**src/ccuPkg.sv**
```systemverilog
// Configuration control unit package with widths, opcodes, config bundles and ISA layouts
`default_nettype none

package ccuPkg;

    //==========================================================================
    // Widths and sizes
    //==========================================================================
    localparam int IsaWordWidth  = 128;
    localparam int IsaDepth      = 16;
    localparam int IsaAddrWidth  = $clog2(IsaDepth);
    localparam int DramAddrWidth = 32;
    localparam int IdxWidth      = 16;   // Points or pixels
    localparam int ChnWidth      = 12;
    localparam int ActWidth      = 8;    // Activation, shift and zero point
    localparam int ScaleWidth    = 20;
    localparam int MapWidth      = 6;
    localparam int NumLayerWidth = 20;
    localparam int OpcodeWidth   = 3;

    // Opcodes sit in the low bits of a first word
    localparam logic [OpcodeWidth-1:0] OpNet  = 3'd0;
    localparam logic [OpcodeWidth-1:0] OpConv = 3'd1;
    localparam logic [OpcodeWidth-1:0] OpPool = 3'd2;

    // Words per instruction
    localparam logic [1:0] NetWords  = 2'd1;
    localparam logic [1:0] ConvWords = 2'd2;
    localparam logic [1:0] PoolWords = 2'd1;

    // Sequencer states
    localparam logic [1:0] SeqIdle   = 2'd0;
    localparam logic [1:0] SeqRun    = 2'd1;
    localparam logic [1:0] SeqFinish = 2'd2;

    //==========================================================================
    // Engine configuration bundles
    //==========================================================================
    typedef struct packed {
        logic [DramAddrWidth-1:0] datAddr;
        logic [DramAddrWidth-1:0] wgtAddr;
        logic [DramAddrWidth-1:0] ofmAddr;
        logic [IdxWidth-1:0]      nip;      // Input points
        logic [ChnWidth-1:0]      chi;
        logic [ChnWidth-1:0]      cho;
        logic [ScaleWidth-1:0]    scale;
        logic [ActWidth-1:0]      shift;
        logic [ActWidth-1:0]      zp;
        logic [1:0]               mode;
    } convCfgT;

    typedef struct packed {
        logic [DramAddrWidth-1:0] mapAddr;
        logic [IdxWidth-1:0]      nip;
        logic [ChnWidth-1:0]      chi;
        logic [MapWidth-1:0]      k;        // Kernel size
    } poolCfgT;

    // One ISA word, four views
    typedef union packed {
        struct packed {
            logic [IsaWordWidth-OpcodeWidth-NumLayerWidth-2:0] rsvd;
            logic                                              mode;
            logic [NumLayerWidth-1:0]                          numLayers;
            logic [OpcodeWidth-1:0]                            opcode;
        } net;
        struct packed {
            logic [IsaWordWidth-OpcodeWidth-3*DramAddrWidth-IdxWidth-ChnWidth-1:0] rsvd;
            logic [ChnWidth-1:0]      chi;
            logic [IdxWidth-1:0]      nip;
            logic [DramAddrWidth-1:0] ofmAddr;
            logic [DramAddrWidth-1:0] wgtAddr;
            logic [DramAddrWidth-1:0] datAddr;
            logic [OpcodeWidth-1:0]   opcode;
        } conv0;
        struct packed {
            logic [IsaWordWidth-ChnWidth-ScaleWidth-2*ActWidth-3:0] rsvd;
            logic [1:0]            mode;
            logic [ActWidth-1:0]   zp;
            logic [ActWidth-1:0]   shift;
            logic [ScaleWidth-1:0] scale;
            logic [ChnWidth-1:0]   cho;   // No opcode on a second word
        } conv1;
        struct packed {
            logic [IsaWordWidth-OpcodeWidth-DramAddrWidth-IdxWidth-ChnWidth-MapWidth-1:0] rsvd;
            logic [MapWidth-1:0]      k;
            logic [ChnWidth-1:0]      chi;
            logic [IdxWidth-1:0]      nip;
            logic [DramAddrWidth-1:0] mapAddr;
            logic [OpcodeWidth-1:0]   opcode;
        } pool;
    } isaWordT;

endpackage

`default_nettype wire

```
**src/isaBuffer.sv**
```systemverilog
// Instruction buffer, an in-order word queue with free-entry count and registered read
`timescale 1ns/1ps
`default_nettype none

module isaBuffer import ccuPkg::*; (
    input  logic                  clk,
    input  logic                  rst_n,
    input  logic                  clear,
    input  logic                  active,
    input  logic                  wrEn,
    input  isaWordT               wrDat,
    input  logic                  rdEn,
    output isaWordT               rdDat,
    output logic                  rdVld,
    output logic                  empty,
    output logic                  full,
    output logic                  datRdy,
    output logic [IsaAddrWidth:0] reqNum
);

    isaWordT               mem [IsaDepth];
    logic [IsaAddrWidth:0] wrPtr;
    logic [IsaAddrWidth:0] rdPtr;
    logic [IsaAddrWidth:0] count;
    logic                  wrFire;

    //==========================================================================
    // Occupancy
    //==========================================================================
    // Extra pointer bit tells full from empty
    assign count  = wrPtr - rdPtr;
    assign empty  = (count == '0);
    assign full   = (count == (IsaAddrWidth+1)'(IsaDepth));
    assign reqNum = (IsaAddrWidth+1)'(IsaDepth) - count;

    // Accept only inside a run and with room left
    assign datRdy = active & ~full;
    assign wrFire = wrEn & datRdy;

    always_ff @(posedge clk or negedge rst_n) begin
        if (!rst_n) begin
            wrPtr <= '0;
            rdPtr <= '0;
        end else if (clear) begin
            wrPtr <= '0;
            rdPtr <= '0;
        end else begin
            if (wrFire)
                wrPtr <= wrPtr + 1'b1;
            if (rdEn)
                rdPtr <= rdPtr + 1'b1;
        end
    end

    //==========================================================================
    // Storage
    //==========================================================================
    always_ff @(posedge clk) begin
        if (wrFire)
            mem[wrPtr[IsaAddrWidth-1:0]] <= wrDat;
    end

    always_ff @(posedge clk) begin
        if (rdEn)
            rdDat <= mem[rdPtr[IsaAddrWidth-1:0]];  // Word out one cycle later
    end

    always_ff @(posedge clk or negedge rst_n) begin
        if (!rst_n)
            rdVld <= 1'b0;
        else
            rdVld <= rdEn;
    end

endmodule

`default_nettype wire

```
**src/isaDecoder.sv**
```systemverilog
// Instruction decoder that captures fields into engine configurations and holds their valids
`timescale 1ns/1ps
`default_nettype none

module isaDecoder import ccuPkg::*; (
    input  logic                     clk,
    input  logic                     rst_n,
    input  logic                     rdVld,
    input  isaWordT                  rdDat,
    input  logic                     convCfgRdy,
    input  logic                     poolCfgRdy,
    output convCfgT                  convCfg,
    output poolCfgT                  poolCfg,
    output logic                     convCfgVld,
    output logic                     poolCfgVld,
    output logic                     busy,
    output logic                     layerDone,
    output logic [NumLayerWidth-1:0] netNumLayers,
    output logic                     netLoaded
);

    logic [1:0]             wordIdx;     // Word within current instruction
    logic [OpcodeWidth-1:0] curOp;
    logic [OpcodeWidth-1:0] wordOp;
    logic [1:0]             wordsNeeded;
    logic                   lastWord;
    logic                   instDone;
    logic                   convXfer;
    logic                   poolXfer;

    //==========================================================================
    // Word tracking
    //==========================================================================
    // First words carry the opcode, later ones reuse the latched copy
    assign wordOp = (wordIdx == 2'd0) ? rdDat.net.opcode : curOp;

    always_comb begin
        case (wordOp)
            OpNet:   wordsNeeded = NetWords;
            OpConv:  wordsNeeded = ConvWords;
            OpPool:  wordsNeeded = PoolWords;
            default: wordsNeeded = 2'd1;      // Unknown opcode, skipped
        endcase
    end

    assign lastWord = (wordIdx + 2'd1 == wordsNeeded);
    assign instDone = rdVld & lastWord;

    always_ff @(posedge clk or negedge rst_n) begin
        if (!rst_n) begin
            wordIdx <= 2'd0;
            curOp   <= OpNet;
        end else if (rdVld) begin
            curOp   <= wordOp;
            wordIdx <= lastWord ? 2'd0 : wordIdx + 2'd1;
        end
    end

    //==========================================================================
    // Field capture
    //==========================================================================
    always_ff @(posedge clk) begin
        if (rdVld && wordOp == OpConv && wordIdx == 2'd0) begin
            convCfg.datAddr <= rdDat.conv0.datAddr;
            convCfg.wgtAddr <= rdDat.conv0.wgtAddr;
            convCfg.ofmAddr <= rdDat.conv0.ofmAddr;
            convCfg.nip     <= rdDat.conv0.nip;
            convCfg.chi     <= rdDat.conv0.chi;
        end else if (rdVld && wordOp == OpConv) begin
            convCfg.cho     <= rdDat.conv1.cho;
            convCfg.scale   <= rdDat.conv1.scale;
            convCfg.shift   <= rdDat.conv1.shift;
            convCfg.zp      <= rdDat.conv1.zp;
            convCfg.mode    <= rdDat.conv1.mode;
        end
        if (rdVld && wordOp == OpPool) begin
            poolCfg.mapAddr <= rdDat.pool.mapAddr;
            poolCfg.nip     <= rdDat.pool.nip;
            poolCfg.chi     <= rdDat.pool.chi;
            poolCfg.k       <= rdDat.pool.k;
        end
    end

    always_ff @(posedge clk or negedge rst_n) begin
        if (!rst_n) begin
            netNumLayers <= '0;
            netLoaded    <= 1'b0;
        end else if (instDone && wordOp == OpNet) begin
            netNumLayers <= rdDat.net.numLayers;
            netLoaded    <= 1'b1;
        end
    end

    //==========================================================================
    // Engine handshakes
    //==========================================================================
    assign convXfer = convCfgVld & convCfgRdy;
    assign poolXfer = poolCfgVld & poolCfgRdy;

    always_ff @(posedge clk or negedge rst_n) begin
        if (!rst_n) begin
            convCfgVld <= 1'b0;
            poolCfgVld <= 1'b0;
        end else begin
            if (convXfer)
                convCfgVld <= 1'b0;
            else if (instDone && wordOp == OpConv)
                convCfgVld <= 1'b1;
            if (poolXfer)
                poolCfgVld <= 1'b0;
            else if (instDone && wordOp == OpPool)
                poolCfgVld <= 1'b1;
        end
    end

    assign busy      = convCfgVld | poolCfgVld;  // Holds off further fetches
    assign layerDone = convXfer | poolXfer;

endmodule

`default_nettype wire

```
**src/cfgSequencer.sv**
```systemverilog
// Run sequencer that issues buffer fetches, counts finished layers and signals network end
`timescale 1ns/1ps
`default_nettype none

module cfgSequencer import ccuPkg::*; (
    input  logic                     clk,
    input  logic                     rst_n,
    input  logic                     start,
    input  logic                     empty,
    input  logic                     rdVld,
    input  logic                     busy,
    input  logic                     layerDone,
    input  logic                     netLoaded,
    input  logic [NumLayerWidth-1:0] netNumLayers,
    output logic                     rdEn,
    output logic                     active,
    output logic                     clear,
    output logic                     netFnh,
    output logic                     engineRst
);

    logic [1:0]               state;
    logic [1:0]               nextState;
    logic [NumLayerWidth-1:0] doneCnt;
    logic                     lastLayer;

    //==========================================================================
    // Run FSM
    //==========================================================================
    // The transfer that completes the announced layer count
    assign lastLayer = netLoaded & layerDone &
                       (doneCnt + NumLayerWidth'(1) == netNumLayers);

    always_comb begin
        nextState = state;
        case (state)
            SeqIdle: begin
                if (start)
                    nextState = SeqRun;
            end
            SeqRun: begin
                if (lastLayer)
                    nextState = SeqFinish;
            end
            SeqFinish: nextState = SeqIdle;  // Single cycle
            default:   nextState = SeqIdle;
        endcase
    end

    always_ff @(posedge clk or negedge rst_n) begin
        if (!rst_n)
            state <= SeqIdle;
        else
            state <= nextState;
    end

    //==========================================================================
    // Layer count
    //==========================================================================
    always_ff @(posedge clk or negedge rst_n) begin
        if (!rst_n)
            doneCnt <= '0;
        else if (clear)
            doneCnt <= '0;
        else if (active && layerDone)
            doneCnt <= doneCnt + 1'b1;
    end

    //==========================================================================
    // Outputs
    //==========================================================================
    assign active = (state == SeqRun);

    // One word in flight at most, none while a config waits
    assign rdEn = active & ~empty & ~busy & ~rdVld;

    assign clear     = (state == SeqIdle && start) || state == SeqFinish;
    assign netFnh    = (state == SeqFinish);
    assign engineRst = (state == SeqIdle);   // Engines held in reset between runs

endmodule

`default_nettype wire

```
**src/ccuTop.sv**
```systemverilog
// Configuration control unit top joining instruction buffer, sequencer and decoder
`timescale 1ns/1ps
`default_nettype none

module ccuTop import ccuPkg::*; (
    input  logic                  clk,
    input  logic                  rst_n,
    input  logic                  start,
    input  isaWordT               itfDat,
    input  logic                  itfDatVld,
    output logic                  datRdy,
    output logic                  itfEmpty,
    output logic [IsaAddrWidth:0] reqNum,
    output logic                  netFnh,
    // Systolic convolution array
    output convCfgT               convCfg,
    output logic                  convCfgVld,
    input  logic                  convCfgRdy,
    output logic                  syaRst,
    // Pooling engine
    output poolCfgT               poolCfg,
    output logic                  poolCfgVld,
    input  logic                  poolCfgRdy,
    output logic                  polRst
);

    logic                     rdEn;
    isaWordT                  rdDat;
    logic                     rdVld;
    logic                     empty;
    logic                     full;
    logic                     active;
    logic                     clear;
    logic                     busy;
    logic                     layerDone;
    logic [NumLayerWidth-1:0] netNumLayers;
    logic                     netLoaded;
    logic                     engineRst;

    assign itfEmpty = empty;
    assign syaRst   = engineRst;
    assign polRst   = engineRst;

    isaBuffer i_isaBuffer (
        .clk    (clk),
        .rst_n  (rst_n),
        .clear  (clear),
        .active (active),
        .wrEn   (itfDatVld),
        .wrDat  (itfDat),
        .rdEn   (rdEn),
        .rdDat  (rdDat),
        .rdVld  (rdVld),
        .empty  (empty),
        .full   (full),
        .datRdy (datRdy),
        .reqNum (reqNum)
    );

    cfgSequencer i_cfgSequencer (
        .clk          (clk),
        .rst_n        (rst_n),
        .start        (start),
        .empty        (empty),
        .rdVld        (rdVld),
        .busy         (busy),
        .layerDone    (layerDone),
        .netLoaded    (netLoaded),
        .netNumLayers (netNumLayers),
        .rdEn         (rdEn),
        .active       (active),
        .clear        (clear),
        .netFnh       (netFnh),
        .engineRst    (engineRst)
    );

    isaDecoder i_isaDecoder (
        .clk          (clk),
        .rst_n        (rst_n),
        .rdVld        (rdVld),
        .rdDat        (rdDat),
        .convCfgRdy   (convCfgRdy),
        .poolCfgRdy   (poolCfgRdy),
        .convCfg      (convCfg),
        .poolCfg      (poolCfg),
        .convCfgVld   (convCfgVld),
        .poolCfgVld   (poolCfgVld),
        .busy         (busy),
        .layerDone    (layerDone),
        .netNumLayers (netNumLayers),
        .netLoaded    (netLoaded)
    );

endmodule

`default_nettype wire

```
**config.mk**
```make
export PLATFORM = sky130hd
export DESIGN_NAME = ccuTop
export DESIGN_NICKNAME = d
export VERILOG_FILES = /design/src/ccuPkg.sv /design/src/isaBuffer.sv /design/src/isaDecoder.sv /design/src/cfgSequencer.sv /design/src/ccuTop.sv
export SDC_FILE = /design/constraint.sdc
export NUM_CORES = 2
export LEC_CHECK = 0
export BUFFER_PORTS_ARGS = -buffer_cell sky130_fd_sc_hd__buf_2
export CORE_MARGIN = 5
export CORE_UTILIZATION = 55
export CTS_CLUSTER_DIAMETER = 120
export DETAILED_ROUTE_END_ITERATION = 7
export PLACE_DENSITY = 0.72
export SETUP_SLACK_MARGIN = 0.5
export SLEW_MARGIN = 20
export SYNTH_ARGS = -nofsm -noshare
export SYNTH_HDL_FRONTEND = slang
export SYNTH_HIERARCHICAL = 1
export SYNTH_SLANG_ARGS = --single-unit
export TNS_END_PERCENT = 10
```
**constraint.sdc**
```tcl
create_clock -name clk -period 19.4 [get_ports clk]
set_input_delay 2.91 -clock clk [delete_from_list [all_inputs] [get_ports clk]]
set_output_delay 2.91 -clock clk [all_outputs]
set_load 0.05 [all_outputs]
```
==> flow_summary.ini <==
[run_status]
status = finished clean

[worst_setup_path]
cp_num_buf_inv = 1
required_ps = 16490
cp_max_fo = 49
start_kind = flip-flop
path_common_cell = ha_1
timing.reg2reg.setup_slack_ps = 12980
worstPathArrival_ps = 3770
path_class = flip-flop to output pin
critPathMaxStageDelay_ps = 1040
endpoint_kind = output pin
slowest_stage = dfrtp_4
path_cells = ha_1 -> fa_1 -> ha_1 -> nand2_1 -> a21oi_1 -> ha_1 -> nor2b_1 -> buf_2
cp_top_family = adder cells

[die]
core_area_sq_um = 166700
die_w_microns = 418.9
dieArea_sq_um = 175500
num_rows = 150
die_h_microns = 418.9
initial_utilization_pct = 55.17
io_pins = 386

[route]
routedWlPerCell_microns = 28.18
drt_wl_total_mm = 198.6
drtPass1Iterations = 5
drc = 0
vias_per_cell = 6.138
drt.antenna.violating_nets = 0
vias = 43250
drtIter0Drc = 4873

[synthesis]
yosysWarnings = 6
synthesis.area_sq_um = 91950
syn_inst = 4148
avgSynthCellArea_sq_um = 22.17
synth_nets = 4297

[clock_tree]
clkTransAtPathRegs_ps = 60
post_cts_buffers = 0
ctsLongestPathBuffers = 3
cts_root_buffer = clkbuf_16
clock_sinks = 2460
tritoncts = done
numCtsBuffers = 229
hold_buffers = 0
htreeDepth = 4
clkLatencyLatePin_ps = 880
cts.repair.resized = 0

[placed_design]
numPortBuffers = 384
gp_congestion = 0.7597
hpwl_mm = 97.62

[power]
leakage_nw = 34.13
vdd_drop_max_mv = 0.1382
power_density_nw_per_um2 = 150.3

[flow_run]
drv_cap = 0

[timing]
slew_headroom_pct = 24.44
setup-tns-final_ps = 0
period_needed_ps = 6683
fmax_mhz = 149.6
rsz0062_at_grt = false
worstMarginPinSlew_ps = 1133
skew_ps = 67.59
finalHoldViolCount = 0
finalSetupViolCount = 0
slew_viol_final = 0
finalCritPeriodShare_pct = 34.45

[global_routing]
grt_pass1_vias = 43720
grt_first_pass_wirelength_mm = 291.0
grt_util_all_layers_pct = 22.64
overflow = 0
antenna_found_initial = 50
grt_max_degree = 128

[cells_and_area]
fin_nets = 4769
drive_above_1_share_pct = 25.51
layout-area-overhead-vs-synth_pct = 12.74
final_util_pct = 62.20

[hold_path]
min_path_type = flip-flop to flip-flop
-- layout make-up --
| type | count | area, sq um |
|---|---|---|
| well taps | 2204 | 2758 |
| inverters | 16 | 65.06 |
| multi-input cells | 1453 | 17150 |
| repair buffers | 460 | 2625 |
| clock inverters | 132 | 1358 |
| clock buffers | 296 | 6063 |
| diodes | 26 | 65.06 |
| flip-flops and latches | 2460 | 73580 |
| fillers | 11160 | 63000 |
-- cell usage in the layout (no fill, tap or decap), types with 8 or more instances in the layout --
cell type,instances
diode_2,26
clkbuf_16,230
dfrtp_1,57
clkinv_1,44
mux2i_1,386
clkinv_16,8
bufinv_16,17
nor2_4,14
nand2_1,30
mux2_2,18
clkbuf_1,60
mux4_2,381
a21oi_1,10
ha_1,14
o21ai_1,136
o21ai_0,142
clkinv_2,45
nor2_1,29
a221oi_1,126
o31ai_1,11
xnor2_1,24
buf_4,64
edfxtp_1,2399
buf_12,10
xor2_1,14
buf_2,384
inv_1,15
nand3_1,10
-- worst paths after layout --
kind / start / to / cells after the start
max in group asynchronous: rst_n / i_isaBuffer/rdPtr[0]$_DFFE_PN0P_ / 2
min in group asynchronous: rst_n / i_isaDecoder/netNumLayers[7]$_DFFE_PN0P_ / 2
worst max register to register: i_isaBuffer/rdPtr[0]$_DFFE_PN0P_ / i_isaBuffer/rdDat[90]$_DFFE_PP_ / 8
worst min register to register: i_isaBuffer/rdDat[112]$_DFFE_PP_ / i_isaDecoder/convCfg[75]$_DFFE_PP_ / 0
worst max-delay path: i_isaBuffer/rdPtr[0]$_DFFE_PN0P_ / datRdy / 8
worst min-delay path: i_isaBuffer/rdDat[112]$_DFFE_PP_ / i_isaDecoder/convCfg[75]$_DFFE_PP_ / 0
-- layer usage --
| metal | part of all wire, % | GRT usage, % | vias to the layer above |
|---|---|---|---|
| met1 | 41 | 32.69 | 22680 |
| met2 | 48 | 36.20 | 1947 |
| li1 | - | - | 18300 |
| met5 | 0.037 | 0 | - |
| met3 | 8.4 | 4.173 | 319 |
| met4 | 2.4 | 6.355 | 12 |
-- worst reg2reg max path, stage by stage (launching register included) --
cell and delay, ps:
dfrtp_4 1040, buf_4 760, buf_12 730, buf_4 990, buf_4 880, buf_4 720, mux4_2 620, o21ai_1 160
o21ai_0 190
-- metrics by stage --
step	cell area, sq um	setup slack, ps	total power [mW]	hold WS (ps)	std cells
6_report	103700	12720	15.58	418.6	7047
2_1_floorplan	91950	1889	10.29	400.3	4148
5_1_grt	103600	12400	16.24	429.8	7029
3_5_place_dp	96170	12840	11.35	405.2	6593
3_3_place_gp	96160	12850	11.27	403.0	6593
4_1_cts	103600	12610	15.72	418.1	7021
-- registers in the layout, indices dropped and copies added, names as in the netlist, 2 cells and up --
name / count
i_isaDecoder/poolCfg: 66
i_isaBuffer/rdDat: 127
i_isaDecoder/netNumLayers: 20
i_isaBuffer/rdPtr: 5
i_cfgSequencer/doneCnt: 20
i_isaDecoder/curOp: 3
i_isaDecoder/convCfg: 174
i_cfgSequencer/state: 2
i_isaDecoder/wordIdx: 2
i_isaBuffer/mem: 2032
i_isaBuffer/wrPtr: 5
-- where the power goes --
group	internal [mW]	leakage (nW)	switching [mW]
Clock	2.45	3.61	1.92
Sequential	6.81	22.5	0.351
Combinational	1.51	7.98	2.54
Total	10.8	34.1	4.81
Note: power is estimated with default switching activity, not from simulation.
